[config.mk]
export PLATFORM = sky130hd
export DESIGN_NAME = timer_top
export DESIGN_NICKNAME = d
export VERILOG_FILES = /design/src/timer_pkg.sv /design/src/timer_cfg_if.sv /design/src/timer_regs.sv /design/src/timer_prescaler.sv /design/src/timer_counter.sv /design/src/timer_irq.sv /design/src/timer_top.sv
export SDC_FILE = /design/constraint.sdc
export NUM_CORES = 1
export LEC_CHECK = 0
export BUFFER_PORTS_ARGS = -buffer_cell sky130_fd_sc_hd__clkbuf_2
export CAP_MARGIN = 10
export CORE_UTILIZATION = 37
export CTS_BUF_LIST = sky130_fd_sc_hd__clkbuf_8
export CTS_CLUSTER_DIAMETER = 200
export DETAILED_ROUTE_END_ITERATION = 8
export HOLD_SLACK_MARGIN = 0.03
export PLACE_DENSITY = 0.53
export SLEW_MARGIN = 20
export SYNTH_ARGS = -nofsm -noshare
export SYNTH_HDL_FRONTEND = slang
export SYNTH_SLANG_ARGS = --single-unit
[constraint.sdc]
create_clock -name clk -period 1.8 [get_ports clk]
set_input_delay 0.36 -clock clk [delete_from_list [all_inputs] [get_ports clk]]
set_output_delay 0.36 -clock clk [all_outputs]
set_load 0.01 [all_outputs]
[src/timer_pkg.sv]
package timer_pkg;

    // ******************************************************************
    // Widths
    // ******************************************************************
    localparam int DATA_W  = 8;   // Register bus width
    localparam int PRESC_W = 16;
    localparam int CNT_W   = 8;
    localparam int MODE_W  = 2;
    localparam int FLAG_W  = 3;   // top, match0, match1

    // Default bus base address
    localparam logic [DATA_W-1:0] TIMER_BASE_ADDR = 8'h00;

    // ******************************************************************
    // Register offsets from the base address
    // ******************************************************************
    localparam logic [DATA_W-1:0] OFS_SCALE_LO = 8'd0;
    localparam logic [DATA_W-1:0] OFS_SCALE_HI = 8'd1;
    localparam logic [DATA_W-1:0] OFS_CONTROL  = 8'd2;
    localparam logic [DATA_W-1:0] OFS_CMPR0    = 8'd3;
    localparam logic [DATA_W-1:0] OFS_CMPR1    = 8'd4;
    localparam logic [DATA_W-1:0] OFS_COUNTER  = 8'd5;   // Read only
    localparam logic [DATA_W-1:0] OFS_FLAGS    = 8'd6;   // Last offset in range

    typedef enum logic [MODE_W-1:0] {
        MODE_IDLE = 2'b00,
        MODE_CTC  = 2'b01,
        MODE_PWM  = 2'b10,
        MODE_HOLD = 2'b11
    } mode_t;

    // Control byte layout
    localparam int CTRL_MODE_LSB = 0;   // Mode in bits 1:0
    localparam int CTRL_TOP_IE   = 4;
    localparam int CTRL_M0_IE    = 5;
    localparam int CTRL_M1_IE    = 6;

    // Flag register layout
    localparam int FLAG_TOP = 0;
    localparam int FLAG_M0  = 1;
    localparam int FLAG_M1  = 2;

endpackage

[src/timer_cfg_if.sv]
`timescale 1ns/1ps

interface timer_cfg_if;
    import timer_pkg::*;

    logic [PRESC_W-1:0] scale_factor;
    mode_t              mode;
    logic [CNT_W-1:0]   cmpr0;
    logic [CNT_W-1:0]   cmpr1;
    logic               top_ie;    // Interrupt enables
    logic               m0_ie;
    logic               m1_ie;

    // Register block side
    modport regs (
        output scale_factor, mode, cmpr0, cmpr1, top_ie, m0_ie, m1_ie
    );

    // Prescaler, counter and irq side
    modport core (
        input scale_factor, mode, cmpr0, cmpr1, top_ie, m0_ie, m1_ie
    );

endinterface

[src/timer_regs.sv]
`timescale 1ns/1ps

module timer_regs #(
    parameter logic [timer_pkg::DATA_W-1:0] BASE_ADDR = timer_pkg::TIMER_BASE_ADDR
) (
    input  logic                         clk,
    input  logic                         rst_n,
    input  logic [timer_pkg::DATA_W-1:0] address,
    input  logic [timer_pkg::DATA_W-1:0] din,
    input  logic                         w_en,
    input  logic                         r_en,
    output logic [timer_pkg::DATA_W-1:0] dout,
    input  logic [timer_pkg::FLAG_W-1:0] flags,
    output logic                         flag_wr,
    output logic [timer_pkg::FLAG_W-1:0] flag_wdata,
    input  logic [timer_pkg::CNT_W-1:0]  counter,
    timer_cfg_if.regs                    cfg
);
    import timer_pkg::*;

    logic [DATA_W-1:0]  offset;
    logic               in_range;
    logic               wr_hit;
    logic               rd_hit;

    logic [PRESC_W-1:0] scale_factor;
    logic [DATA_W-1:0]  control;
    logic [CNT_W-1:0]   cmpr0;
    logic [CNT_W-1:0]   cmpr1;
    logic [DATA_W-1:0]  rdata;

    // ******************************************************************
    // Address decode
    // ******************************************************************
    // Addresses below the base wrap to a large offset and fall out of range
    assign offset   = address - BASE_ADDR;
    assign in_range = (offset <= OFS_FLAGS);
    assign wr_hit   = w_en && in_range;
    assign rd_hit   = r_en && in_range;

    // ******************************************************************
    // Configuration registers
    // ******************************************************************
    always_ff @(posedge clk or negedge rst_n) begin
        if (!rst_n) begin
            scale_factor <= '0;
            control      <= '0;
            cmpr0        <= '0;
            cmpr1        <= '0;
        end else if (wr_hit) begin
            case (offset)
                OFS_SCALE_LO: scale_factor[7:0]  <= din;
                OFS_SCALE_HI: scale_factor[15:8] <= din;
                OFS_CONTROL:  control            <= din;
                OFS_CMPR0:    cmpr0              <= din;
                OFS_CMPR1:    cmpr1              <= din;
                default: ;                           // Counter is read only, flags live in irq
            endcase
        end
    end

    // Flag register is held in the irq unit, pass the write through
    assign flag_wr    = wr_hit && (offset == OFS_FLAGS);
    assign flag_wdata = din[FLAG_W-1:0];

    // Configuration out to the datapath
    assign cfg.scale_factor = scale_factor;
    assign cfg.mode         = mode_t'(control[CTRL_MODE_LSB +: MODE_W]);
    assign cfg.cmpr0        = cmpr0;
    assign cfg.cmpr1        = cmpr1;
    assign cfg.top_ie       = control[CTRL_TOP_IE];
    assign cfg.m0_ie        = control[CTRL_M0_IE];
    assign cfg.m1_ie        = control[CTRL_M1_IE];

    // ******************************************************************
    // Read mux
    // ******************************************************************
    always_comb begin
        rdata = '0;
        case (offset)
            OFS_SCALE_LO: rdata = scale_factor[7:0];
            OFS_SCALE_HI: rdata = scale_factor[15:8];
            OFS_CONTROL:  rdata = control;
            OFS_CMPR0:    rdata = cmpr0;
            OFS_CMPR1:    rdata = cmpr1;
            OFS_COUNTER:  rdata = counter;
            OFS_FLAGS:    rdata[FLAG_W-1:0] = flags;   // Upper bits read zero
            default:      rdata = '0;
        endcase
    end

    // dout holds until the next read in range
    always_ff @(posedge clk or negedge rst_n) begin
        if (!rst_n) begin
            dout <= '0;
        end else if (rd_hit) begin
            dout <= rdata;
        end
    end

endmodule

[src/timer_prescaler.sv]
`timescale 1ns/1ps

module timer_prescaler (
    input  logic      clk,
    input  logic      rst_n,
    timer_cfg_if.core cfg,
    output logic      tick
);
    import timer_pkg::*;

    logic [PRESC_W-1:0] presc_cnt;
    logic               wrap;

    // A scale factor of N gives one tick every N+1 clocks.
    // A new factor below the current count only matches after the
    // count rolls over through zero.
    assign wrap = (presc_cnt == cfg.scale_factor);

    always_ff @(posedge clk or negedge rst_n) begin
        if (!rst_n) begin
            presc_cnt <= '0;
            tick      <= 1'b0;
        end else begin
            if (wrap) begin
                presc_cnt <= '0;
                tick      <= 1'b1;   // One cycle pulse
            end else begin
                presc_cnt <= presc_cnt + 1'b1;
                tick      <= 1'b0;
            end
        end
    end

endmodule

[src/timer_counter.sv]
`timescale 1ns/1ps

module timer_counter (
    input  logic                        clk,
    input  logic                        rst_n,
    timer_cfg_if.core                   cfg,
    input  logic                        tick,
    output logic [timer_pkg::CNT_W-1:0] counter,
    output logic                        match0,
    output logic                        match1,
    output logic                        top,
    output logic                        pwm0,
    output logic                        pwm1
);
    import timer_pkg::*;

    // ******************************************************************
    // Comparators
    // ******************************************************************
    assign top    = (counter == {CNT_W{1'b1}});
    assign match0 = (counter == cfg.cmpr0);
    assign match1 = (counter == cfg.cmpr1);

    // ******************************************************************
    // Counter and waveform outputs advance on tick only
    // ******************************************************************
    always_ff @(posedge clk or negedge rst_n) begin
        if (!rst_n) begin
            counter <= '0;
            pwm0    <= 1'b0;
            pwm1    <= 1'b0;
        end else if (tick) begin
            case (cfg.mode)
                MODE_IDLE: begin
                    counter <= '0;
                    pwm0    <= 1'b0;
                    pwm1    <= 1'b0;
                end

                MODE_CTC: begin
                    if (match0) begin
                        counter <= '0;      // Period is cmpr0 + 1 ticks
                        pwm0    <= ~pwm0;
                    end else begin
                        counter <= counter + 1'b1;
                    end
                end

                MODE_PWM: begin
                    // Outputs rise as the count wraps to zero
                    if (top) begin
                        pwm0 <= 1'b1;
                        pwm1 <= 1'b1;
                    end else begin
                        if (match0) begin
                            pwm0 <= 1'b0;
                        end
                        if (match1) begin
                            pwm1 <= 1'b0;
                        end
                    end
                    counter <= counter + 1'b1;   // Free running and wraps at 255
                end

                MODE_HOLD: begin
                    counter <= counter;     // Frozen while outputs keep their level
                end
            endcase
        end
    end

endmodule

[src/timer_irq.sv]
`timescale 1ns/1ps

module timer_irq (
    input  logic                         clk,
    input  logic                         rst_n,
    timer_cfg_if.core                    cfg,
    input  logic                         match0,
    input  logic                         match1,
    input  logic                         top,
    input  logic                         flag_wr,
    input  logic [timer_pkg::FLAG_W-1:0] flag_wdata,
    input  logic                         top_flag_clr,
    input  logic                         match0_flag_clr,
    input  logic                         match1_flag_clr,
    output logic [timer_pkg::FLAG_W-1:0] flags
);
    import timer_pkg::*;

    logic [FLAG_W-1:0] cond;       // Current condition per flag
    logic [FLAG_W-1:0] cond_q;     // Condition one cycle back
    logic [FLAG_W-1:0] cond_rise;
    logic [FLAG_W-1:0] enable;
    logic [FLAG_W-1:0] clr;

    // Gather per flag signals into vectors in flag register order
    assign cond[FLAG_TOP]   = top;
    assign cond[FLAG_M0]    = match0;
    assign cond[FLAG_M1]    = match1;

    assign enable[FLAG_TOP] = cfg.top_ie;
    assign enable[FLAG_M0]  = cfg.m0_ie;
    assign enable[FLAG_M1]  = cfg.m1_ie;

    assign clr[FLAG_TOP]    = top_flag_clr;
    assign clr[FLAG_M0]     = match0_flag_clr;
    assign clr[FLAG_M1]     = match1_flag_clr;

    assign cond_rise = cond & ~cond_q;

    // ******************************************************************
    // Clear beats bus write and bus write beats event
    // ******************************************************************
    always_ff @(posedge clk or negedge rst_n) begin
        if (!rst_n) begin
            cond_q <= '0;
            flags  <= '0;
        end else begin
            cond_q <= cond;
            for (int i = 0; i < FLAG_W; i++) begin
                if (clr[i]) begin
                    flags[i] <= 1'b0;
                end else if (flag_wr) begin
                    flags[i] <= flag_wdata[i];
                end else if (cond_rise[i] && enable[i]) begin
                    flags[i] <= 1'b1;
                end
            end
        end
    end

endmodule

[src/timer_top.sv]
`timescale 1ns/1ps

module timer_top #(
    parameter logic [timer_pkg::DATA_W-1:0] BASE_ADDR = timer_pkg::TIMER_BASE_ADDR
) (
    input  logic                         clk,
    input  logic                         rst_n,
    input  logic [timer_pkg::DATA_W-1:0] address,
    input  logic [timer_pkg::DATA_W-1:0] din,
    input  logic                         w_en,
    input  logic                         r_en,
    output logic [timer_pkg::DATA_W-1:0] dout,
    output logic                         top_flag,
    output logic                         match0_flag,
    output logic                         match1_flag,
    input  logic                         top_flag_clr,
    input  logic                         match0_flag_clr,
    input  logic                         match1_flag_clr,
    output logic                         pwm0,
    output logic                         pwm1
);
    import timer_pkg::*;

    logic              tick;
    logic [CNT_W-1:0]  counter;
    logic              match0;
    logic              match1;
    logic              top;
    logic              flag_wr;
    logic [FLAG_W-1:0] flag_wdata;
    logic [FLAG_W-1:0] flags;

    timer_cfg_if cfg_bus ();   // Register block to datapath

    // ******************************************************************
    // Register block
    // ******************************************************************
    timer_regs #(
        .BASE_ADDR (BASE_ADDR)
    ) u_regs (
        .clk        (clk),
        .rst_n      (rst_n),
        .address    (address),
        .din        (din),
        .w_en       (w_en),
        .r_en       (r_en),
        .dout       (dout),
        .flags      (flags),
        .flag_wr    (flag_wr),
        .flag_wdata (flag_wdata),
        .counter    (counter),
        .cfg        (cfg_bus.regs)
    );

    // ******************************************************************
    // Datapath
    // ******************************************************************
    timer_prescaler u_prescaler (
        .clk   (clk),
        .rst_n (rst_n),
        .cfg   (cfg_bus.core),
        .tick  (tick)
    );

    timer_counter u_counter (
        .clk     (clk),
        .rst_n   (rst_n),
        .cfg     (cfg_bus.core),
        .tick    (tick),
        .counter (counter),
        .match0  (match0),
        .match1  (match1),
        .top     (top),
        .pwm0    (pwm0),
        .pwm1    (pwm1)
    );

    timer_irq u_irq (
        .clk             (clk),
        .rst_n           (rst_n),
        .cfg             (cfg_bus.core),
        .match0          (match0),
        .match1          (match1),
        .top             (top),
        .flag_wr         (flag_wr),
        .flag_wdata      (flag_wdata),
        .top_flag_clr    (top_flag_clr),
        .match0_flag_clr (match0_flag_clr),
        .match1_flag_clr (match1_flag_clr),
        .flags           (flags)
    );

    // Flag pins
    assign top_flag    = flags[FLAG_TOP];
    assign match0_flag = flags[FLAG_M0];
    assign match1_flag = flags[FLAG_M1];

endmodule

# Yosys cells after proc, flatten, opt, wreduce, memory -nomap -nowiden
# Index checks and enable logic that the tools add are counted.
[totals]
reg_bits = 81
inputBits = 23
output_inout_bits = 13
word_cells = 81
[classes]
n_addsub = 2
n_lt_le_gt_ge = 1
eq_ne = 16
muxes = 22
bitwise_logic = 4
reduce_logical = 21
[ops]
columns = ["op", "n"]
rows = [
  ["case mux 5 bit (6 select lines)", 1],
  ["== test 8 x 3 -> 1 bit (second input constant)", 3],
  ["case mux 8 bit (3 select lines)", 1],
  ["case mux 3 bit (7 select lines)", 1],
  ["adder 16 x 1 -> 16 bit (second input constant)", 1],
  ["== test 16 bit", 1],
  ["== test 8 x 2 -> 1 bit (second input constant)", 2],
  ["== test 8 bit", 2],
  ["two-way mux 16 bit", 1],
  ["two-way mux 1 bit", 15],
  ["AND reduction 2 bit", 6],
  ["nonzero test 3 bit", 4],
  ["adder 8 x 1 -> 8 bit (second input constant)", 1],
  ["== test 8 x 1 -> 1 bit (second input constant)", 1],
  ["== test 8 bit (second input constant)", 1],
  ["less-or-equal comparator 8 x 3 -> 1 bit (second input constant)", 1],
  ["logical NOT 8 bit", 1],
  ["two-way mux 8 bit", 1],
  ["logical AND 1 bit", 6],
  ["inequality test 3 bit (second input constant)", 2],
  ["== test 2 bit (second input constant)", 2],
  ["AND reduction 4 bit", 1],
  ["AND 3 bit", 1],
  ["inverter 3 bit", 1],
  ["other kinds (8)", 9],
]

# Longest topological paths before layout
# Gate-level depths: netlist of the first run.
[depth]
depth_word = 6
ltp_mapped = 7
mapped_depth_nobuf = 7

# Cells and area by module
# A second synthesis of the first run with hierarchy kept.
[hier_totals]
cells_unflattened = 389
hier_area_um2 = 4386.7
[modules_own_cells]
columns = ["mod", "n_inst", "cells_per_inst", "area_each_um2", "seq_area_each_um2"]
rows = [
  ["timer_regs", 1, 183, 2374.8, 1201.2],
  ["timer_prescaler", 1, 99, 972.2, 425.4],
  ["timer_counter", 1, 89, 818.3, 250.2],
  ["timer_irq", 1, 18, 221.5, 150.1],
]

# Worst setup path before layout of the first run
# OpenSTA, ideal clock, no wires.
[synth_path]
path_kind = "in2reg"
startpoint = "input address[7] (netlist name)"
endpoint = "register u_regs.control[0]"
arrival_ns = 1.866
setup_slack_ns = -0.191
stages = 5
cell_sequence = "or4_4 -> nor2_8 -> nand3b_4 -> nor2_2 -> mux2_2"
[synth_between]
elab_chain_len = 3
elab_cells_between_ends = 4
cone_classes = "order compare: 1; eq/ne: 1; reduce/logical: 2"
[synth_lines]
columns = ["element", "line_no", "rtl"]
rows = [
  ["from (decl)", "timer_top.sv:8", "input logic [timer_pkg::DATA_W-1:0] address,"],
  ["less-or-equal comparator 8 x 3 -> 1 bit", "timer_regs.sv:37", "assign in_range = (offset <= OFS_FLAGS);"],
  ["logical AND 1 bit", "timer_regs.sv:38", "assign wr_hit = w_en && in_range;"],
  ["AND reduction 2 bit (no line) (*)", "--", ""],
  ["to (signal assigned)", "timer_regs.sv:54", "OFS_CONTROL: control <= din;"],
  ["to (decl)", "timer_regs.sv:27", "logic [DATA_W-1:0] control;"],
]
# Every way passes the cells marked *; elsewhere a longest branch is shown, timed or not.
# A chain may end at the register's enable or synchronous reset.

# Worst setup path in the final report of the first run
[layout_path]
startpoint = "input address[7] (netlist name)"
endpoint = "register u_regs.scale_factor[15] (netlist: u_regs.cfg.scale_factor[15])"
[layout_between]
elab_chain_len = 3
elab_cells_between_ends = 4
cone_classes = "order compare: 1; eq/ne: 1; reduce/logical: 2"
[layout_lines]
columns = ["element", "line_no", "rtl"]
rows = [
  ["less-or-equal comparator 8 x 3 -> 1 bit", "timer_regs.sv:37", ""],
  ["logical AND 1 bit", "timer_regs.sv:38", ""],
  ["AND reduction 2 bit (no line) (*)", "--", ""],
  ["to (signal assigned)", "timer_regs.sv:53", "OFS_SCALE_HI: scale_factor[15:8] <= din;"],
  ["to (decl)", "timer_regs.sv:26", "logic [PRESC_W-1:0] scale_factor;"],
]
# Marked as above.

==> results.cfg, run 1 <==
[sta]
fin_skew_ps = 14.5
finalSetupViolCount = 0
post-route-period-util = 0.953
timing.slew.headroom = 0.701
max_freq_mhz = 583
drv_slew = 0
tightest_slew_ps = 448
period_needed_ps = 1720
hold_violations = 0
rsz0062_at_grt = yes
fin_setup_tns_ps = 0

[synthesis]
synth_compound_area_frac = 0.0962
synth-edff-count = 0
netlist_instances = 395
muxShareOfSynthArea = 0.144
synthFlopType = dfrtp_1
synthTopCellsByArea = dfrtp_1 (47%), mux2_2 (12%), xnor2_1 (5.7%)
synth-xor-area-share = 0.0939
ys_seq_elements = 81
synthAdderAreaFrac = 0.0204
synth_area_leader_cell = dfrtp_1
ys_seq_area_frac = 0.472
mappedNetlistArea_um2 = 4290
synth.yosys.warnings = 0
avgSynthCellArea_um2 = 10.9
synth_top_family_by_area = simple AND/OR/NAND/NOR gates
synth.distinct_cells = 46
synth_nets = 425
synthArstFlopShare = 1.00
yosysMostFrequentCell = dfrtp_1
yosys.area.top_type_share = 0.472
yosys.area_share.simple = 0.148
synth_common_cells = dfrtp_1 (81), mux2_2 (44), xnor2_1 (28)

[outcome]
status = complete, no violations

[worst_setup_path]
path_max_fanout = 8
cp-start-kind = primary input
r2r_end = u_counter.pwm0
reg2reg_depth = 6
worstSetupEndpoint = u_regs.cfg.scale_factor[15]
required_ps = 2050
critPathCaptureType = flip-flop
critPathArrivalTime_ps = 1970
r2r_start = u_regs.cfg.cmpr0[5]
path_class = primary input to flip-flop
rrSetupSlack_ps = 90
cp-startpoint = address[7]

[drt]
highest_layer = met4
wl_mm = 11.3
drt_iter0_markers = 225
wl_met2_mm = 5.09
post_drt_wl_per_cell_um = 18.3
wl_met3_um = 521
drc = 0
dr_total_vias = 3259
antenna_left = 0
vias_per_cell = 5.26
dr.pass1.iters = 4
met1_length_mm = 5.55

[cts]
cts_tree = built
cts_buffers = 9
cts_root_buf = clkbuf_8
cts_max_path_buffers = 2
postCtsSetupBuffers = 0
cts-htree-levels = 3
path_clk_slew_ps = 80
clock_sinks = 81
clkLatencyLatePin_ps = 380

[global_route]
antenna_found_initial = 0
grt_overflow = 0
grt_pass1_wl_mm = 18.1
grt_max_degree = 34
grt_pass1_vias = 3136
track_usage = 0.209

[final_layout]
finish.instance_area_um2 = 5400
syn_to_final_growth_pct = 25.9
final_cells = 619
fin_nets = 504
antenna_cells = 0
fill_cells = 1028
drive_above_1_share = 0.322

[pwr]
power_density_nw_per_um2 = 873
irDropWorstVdd_mv = 0.476
p_leak_nw = 2.58
total_power_mw = 4.72

[floorplan]
core-area_um2 = 11100
start_util = 0.387
num_rows = 38
io_pins = 36
dieArea_um2 = 12000
dieWidth_um = 110
die_h_um = 110

[hold_path]
min_path_type = primary input to flip-flop

[placement]
port_buffers = 35
dp_hpwl_mm = 8.71
gp_congestion = 0.852
dp.cells = 602
place_area_um2 = 5110

[run]
maxCapViolCount = 0
## report_power, final
part | leakage, nW | switching [mW] | internal [mW]
Combinational | 1.33 | 0.435 | 0.379
Sequential | 1.10 | 0.132 | 1.95
Clock | 0.140 | 0.684 | 1.14
Total | 2.58 | 1.25 | 3.47
## layout by cell type, fill, tap and decap left out, drive strengths merged, types with 2 or more instances in the layout
cell type,Yosys,final
a32oi,2,2
o21ai,20,20
a21o,4,4
nand3,10,10
a21oi,13,13
mux2i,10,10
a22oi,4,4
inv,8,8
and2,3,3
nor3,8,8
nand3b,2,2
nor4,3,3
xnor2,28,28
ha,7,7
bufinv,0,4
nand4,11,11
a311oi,3,3
and3,4,4
dfrtp,81,81
nor2,28,28
xor2,18,18
or3,3,3
a31oi,5,5
nand2,24,24
clkbuf,13,45
o22ai,3,3
clkinv,2,3
mux2,46,46
a211oi,3,3
buf,5,51
o211ai,2,2
o32a,2,2
and4,4,4
nor2b,9,9
## stage by stage
step	setup WS, ps	hold WS (ps)	util
floorplan	-190	64.4	-
global route	-4.26	129	0.488
detailed placement	-302	340	0.461
global placement	-281	334	0.461
finish	84.3	134	0.488
CTS	67.6	118	0.487
## state kept, by name (all words and copies together) (netlist names), 8 cells and up
name / count
u_counter.counter: 8
u_regs.cfg.cmpr0: 8
u_regs.control: 8
u_regs.cfg.scale_factor: 16
u_regs.cfg.cmpr1: 8
u_prescaler.presc_cnt: 16
u_regs.dout: 8
## worst max-delay path, stage by stage
cell,delay [ps]
clkbuf_2,80
or4_4,580
nor2_8,130
nand3b_4,150
nor3_4,190
buf_12,150
mux2_2,330
## cell families (layout without fill, tap and decap cells)
| kind of cell | Yosys count | after routing |
|---|---|---|
| xor+xnor | 46 | 46 |
| simple gates | 112 | 112 |
| flops | 81 | 81 |
| buf+inv | 28 | 112 |
| compound gates | 65 | 65 |
| fa+ha+maj | 7 | 7 |
| mux | 56 | 56 |
## worst min path at each step
| stage | cells past startpoint | to | from |
|---|---|---|---|
| after global routing | 2 | u_irq.flags[0] | top_flag_clr |
| after CTS | 2 | u_irq.flags[1] | match0_flag_clr |
| after floorplan | 0 | u_counter.counter[0] | rst_n |
| after global placement | 1 | u_regs.cfg.cmpr1[6] | rst_n |
| final | 2 | u_irq.flags[0] | top_flag_clr |
| after detailed placement | 1 | u_regs.dout[6] | rst_n |
## repair_timing
action,4_1_cts,5_1_grt
setup endpoints to repair,0,7
gates resized for setup,0,1
endpoints found under the hold margin,29,0
hold buffers,1,0
## final cells by class
cell class                      instances  area [um2]  area share
Tap cell                              140         175      0.0324
Multi-Input combinational cell        286        2220       0.412
Sequential cell                        81        2030       0.375
Clock buffer                           11         151      0.0280
Inverter                               10        37.5     0.00695
Timing Repair Buffer                   86         663       0.123
Clock inverter                          5         125      0.0232
## routing by layer
layer  global-route usage  vias to the layer above
li1                     -                     1567
met1                0.313                     1606
met2                0.301                       72
met3               0.0338                       14
met4               0.0771                        0
met5                    0                        -
Power figures use the tool's default switching activity.
==> inputs of run 2 (changes only) <==
- ABC_AREA: not set -> 1
- PLACE_DENSITY: 0.53 -> 0.52
- clock period: 1.8 -> 1.4 ns (I/O delays scaled with it)
==> results.cfg, run 2 <==
[worst_setup_path]
path_class = flip-flop to flip-flop
cp-startpoint = u_prescaler.presc_cnt[0]
required_ps = 1710
r2r_start = u_prescaler.presc_cnt[0]
path_max_fanout = 5
cp-start-kind = flip-flop
critPathArrivalTime_ps = 1870
critPathCaptureType = flip-flop

[drt]
antenna_left = 0
met1_length_mm = 7.49
post_drt_wl_per_cell_um = 15.3
wl_met2_mm = 6.61
drc = 0
highest_layer = met4
dr_total_vias = 4732
dr.pass1.iters = 5
wl_met3_um = 764
vias_per_cell = 4.80
wl_mm = 15.1
drt_iter0_markers = 333

[cts]
cts_tree = built
cts_max_path_buffers = 2
cts_buffers = 9
clock_sinks = 81
cts_root_buf = clkbuf_8
clkLatencyLatePin_ps = 380
cts-htree-levels = 3
path_clk_slew_ps = 80

[hold_path]
min_path_type = primary input to flip-flop
min-delay-start = match0_flag_clr

[global_route]
antenna_found_initial = 0
grt_overflow = 0
track_usage = 0.239
grt_pass1_vias = 4535
grt_pass1_wl_mm = 23.7
grt_max_degree = 38

[placement]
gp_congestion = 0.890
pre_cts_ws_ps = -197
place_area_um2 = 6000
port_buffers = 35
dp_hpwl_mm = 11.1
dp.cells = 937

[synthesis]
yosys.area.top_type_share = 0.416
avgSynthCellArea_um2 = 7.60
netlist_instances = 640
synth_common_cells = nand2_1 (195), dfrtp_1 (81), inv_1 (73)
synth_nets = 670
synthFlopType = dfrtp_1
ys_seq_elements = 81
synth.distinct_cells = 44
synth-edff-count = 0
synth.yosys.warnings = 0
synthArstFlopShare = 1.00
synthTopCellsByArea = dfrtp_1 (42%), nand2_1 (15%), nand3_1 (6.5%)
mappedNetlistArea_um2 = 4870
synth_area_leader_cell = dfrtp_1
yosysMostFrequentCell = nand2_1
ys_seq_area_frac = 0.416

[floorplan]
start_util = 0.383
core-area_um2 = 12700
io_pins = 36
num_rows = 41
die_h_um = 117
dieWidth_um = 117
dieArea_um2 = 13600

[sta]
hold_ws_ps = 148
finalSetupViolCount = 22
fin_setup_tns_ps = -1780
timing.slew.headroom = 0.803
hold_violations = 0
setup_ws_ps = -163
period_needed_ps = 1560
drv_slew = 0
max_freq_mhz = 640
tightest_slew_ps = 296
rsz0062_at_grt = yes
fin_skew_ps = 6.43
post-route-period-util = 1.12

[pwr]
p_leak_nw = 3.60
power_density_nw_per_um2 = 775
irDropWorstVdd_mv = 0.509
total_power_mw = 5.36

[final_layout]
finish.instance_area_um2 = 6920
layout_commonest_cell = nand2_1
seq_area_um2 = 2040
final_cells = 986
multiInputGateArea_um2 = 2760
fill_cells = 1239
syn_to_final_growth_pct = 42.1
reg_top3 = u_prescaler.presc_cnt: 16 flops, u_regs.cfg.scale_factor: 16 flops
antenna_cells = 0
fin_nets = 841
postLayoutCoreUtil = 0.544
drive_above_1_share = 0.424
final_cell_mix = nand2_1 (172), buf_4 (124), dfrtp_1 (73)

[outcome]
status = finished with violations
violations = setup timing

[run]
maxCapViolCount = 0
-- run 2: cell count changes after synthesis, sizes merged, moves of 11 or more --
cell / delta
mux2: -42
nand3: +55
xnor2: -11
inv: +72
nand2: +180
nor2: +41
-- run 2: logic make-up (layout without fill, tap and decap cells) --
logic type,Yosys count,in the layout,share of synthesized area
XOR/XNOR,28,28,0.0504
flip-flops,81,81,0.416
adder cells (fa/ha/maj),7,7,0.0180
multiplexers,4,4,0.0108
buffers and inverters,99,273,0.0905
AND/OR/NAND/NOR,367,367,0.343
AO/OA/AOI/OAI,54,54,0.0710
-- run 2: critical path, cell delays in order (launching register included) --
cell and delay (ps):
dfrtp_1 420, ha_2 220, nand2_2 70, nor2_4 100, nand2_2 80, nor2_4 130
nand2_2 80, nor2_4 160, nand3b_1 110, a21oi_2 140
-- run 2: routing by layer --
| metal | track usage | up-vias |
|---|---|---|
| met5 | 0 | - |
| met1 | 0.351 | 2245 |
| li1 | - | 2350 |
| met3 | 0.0415 | 15 |
| met2 | 0.351 | 122 |
| met4 | 0.0819 | 0 |
-- run 2: layout make-up --
type                       count  area share
multi-input combinational    460       0.399
sequential                    81       0.295
timing repair buffer         176       0.197
inverter                      83      0.0467
tap                          172      0.0311
clock buffer                  11      0.0219
clock inverter                 3     0.00941
-- run 2: where the power goes --
part | switching (mW) | internal [mW] | leakage, nW
sequential | 0.100 | 2.46 | 1.02
combinational | 0.452 | 0.382 | 2.47
clock | 0.893 | 1.08 | 0.111
total | 1.44 | 3.92 | 3.60
-- run 2: worst paths after layout --
kind,endpoint,slack (ps),cells past startpoint
min in group asynchronous,u_regs.control[1],300,2
max,u_prescaler.presc_cnt[12],-160,9
min reg2reg,u_counter.pwm1,470,2
max reg2reg,u_prescaler.presc_cnt[12],-160,9
min,u_irq.flags[1],150,3
max in group asynchronous,u_regs.control[0],630,3
-- run 2: what timing repair did --
action,in CTS,in global routing
endpoints found under the hold margin,18,0
hold buffers,1,0
buffers inserted,20,15
pin swaps,28,39
gates cloned,1,0
endpoints found under the setup margin,31,31
resized for setup,56,70
==> inputs of run 3 (changes only) <==
- PLACE_DENSITY: 0.52 -> 0.57
==> results.cfg, run 3 (synthesized netlist as in run 2, its figures left out) <==
[sta]
finalSetupViolCount = 22
drv_slew = 0
timing.slew.headroom = 0.767
period_needed_ps = 1530
hold_violations = 0
fin_skew_ps = 11.3
setup_ws_ps = -133
max_freq_mhz = 652
rsz0062_at_grt = yes
tightest_slew_ps = 350
post-route-period-util = 1.10
fin_setup_tns_ps = -1260

[cts]
clock_sinks = 81
cts_tree = built
clkLatencyLatePin_ps = 380
cts-htree-levels = 3
cts_max_path_buffers = 2
cts_buffers = 9
cts_root_buf = clkbuf_8
path_clk_slew_ps = 90

[global_route]
antenna_found_initial = 0
grt_max_degree = 33
grt_pass1_wl_mm = 23.1
track_usage = 0.231
grt_overflow = 0
grt_pass1_vias = 4731

[final_layout]
final_cell_mix = nand2_1 (180), buf_4 (96), dfrtp_1 (72)
syn_to_final_growth_pct = 37.7
reg_top3 = u_prescaler.presc_cnt: 16 flops, u_regs.cfg.scale_factor: 16 flops
postLayoutCoreUtil = 0.527
fill_cells = 1239
drive_above_1_share = 0.387
layout_commonest_cell = nand2_1
fin_nets = 813
antenna_cells = 0

[hold_path]
min_path_type = primary input to flip-flop

[pwr]
irDropWorstVdd_mv = 0.829
p_leak_nw = 3.44
power_density_nw_per_um2 = 792

[floorplan]
io_pins = 36
dieWidth_um = 117
core-area_um2 = 12700
dieArea_um2 = 13600
start_util = 0.383
die_h_um = 117
num_rows = 41

[drt]
dr_total_vias = 4659
drc = 0
post_drt_wl_per_cell_um = 15.3
wl_mm = 14.7
drt_iter0_markers = 279
antenna_left = 0
vias_per_cell = 4.85
dr.pass1.iters = 4

[outcome]
status = finished with violations
violations = setup timing

[worst_setup_path]
r2r_start = u_prescaler.presc_cnt[0]
required_ps = 1700
cp-startpoint = u_prescaler.presc_cnt[0]
r2r_end = u_prescaler.presc_cnt[12]
cp-start-kind = flip-flop
rrSetupSlack_ps = -130
reg2reg_depth = 9
path_class = flip-flop to flip-flop
critPathArrivalTime_ps = 1830
worstSetupEndpoint = u_prescaler.presc_cnt[12]
path_max_fanout = 5
critPathCaptureType = flip-flop

[run]
maxCapViolCount = 0

[placement]
dp_hpwl_mm = 10.8
port_buffers = 35
gp_congestion = 0.890
-- run 3: worst min path at each step --
stage	from	endpoint	slack, ps	depth (start not counted)
finish	match0_flag_clr	u_irq.flags[1]	160	3
global route	match0_flag_clr	u_irq.flags[1]	150	3
CTS	match0_flag_clr	u_irq.flags[1]	160	3
detailed placement	rst_n	u_counter.counter[4]	220	1
global placement	rst_n	u_counter.counter[6]	220	1
floorplan	rst_n	u_counter.counter[0]	-20	0
-- run 3: area by class of cell --
| class | count | area (um2) | area share |
|---|---|---|---|
| Clock buffer | 9 | 124 | 0.0185 |
| Clock inverter | 7 | 86.3 | 0.0129 |
| Inverter | 83 | 323 | 0.0482 |
| Multi-Input combinational cell | 460 | 2780 | 0.415 |
| Sequential cell | 81 | 2040 | 0.304 |
| Tap cell | 172 | 215 | 0.0321 |
| Timing Repair Buffer | 148 | 1140 | 0.170 |
-- run 3: critical path, cell delays in order (launching register included) --
cell,delay [ps]
dfrtp_1,400
ha_2,210
nand2_2,70
nor2_4,120
nand2_2,80
nor2_4,110
nand2_2,80
nor2_4,150
nand3b_1,90
a21oi_1,150
-- run 3: layer usage --
layer / wire length (um) / part of all wire / global-route usage / vias to the layer above
li1: - / - / - / 2290
met1: 6170 / 0.42 / 0.279 / 2216
met2: 7280 / 0.49 / 0.394 / 116
met3: 668 / 0.045 / 0.0446 / 37
met4: 600 / 0.041 / 0.113 / 0
met5: 0 / 0 / 0 / -
-- run 3: report_power, final --
| group | switching (mW) | total, mW | internal, mW | leakage (nW) |
|---|---|---|---|---|
| registers | 0.113 | 2.57 | 2.46 | 1.02 |
| clock network | 0.917 | 1.91 | 0.988 | 0.110 |
| logic | 0.450 | 0.828 | 0.378 | 2.32 |
| total | 1.48 | 5.31 | 3.83 | 3.44 |
-- run 3: stage by stage --
step                setup WS (ps)  hold WS (ps)  cells  power (mW)  instance area [um2]
finish                       -133           158    960        5.31                 6700
global route                 -239           150    960        5.55                 6700
CTS                          -110           159    954        5.28                 6430
detailed placement           -187           216    921        3.27                 5880
global placement             -252           218    921        3.25                 5880
floorplan                   -24.4         -15.6    640        2.94                 4880
-- run 3: repair_timing --
item,CTS,global route
resized for setup,53,68
hold buffers,1,0
gates cloned,1,0
endpoints found under the setup margin,29,30
pin swaps,14,28
hold endpoints to repair,22,0
setup buffers,15,8
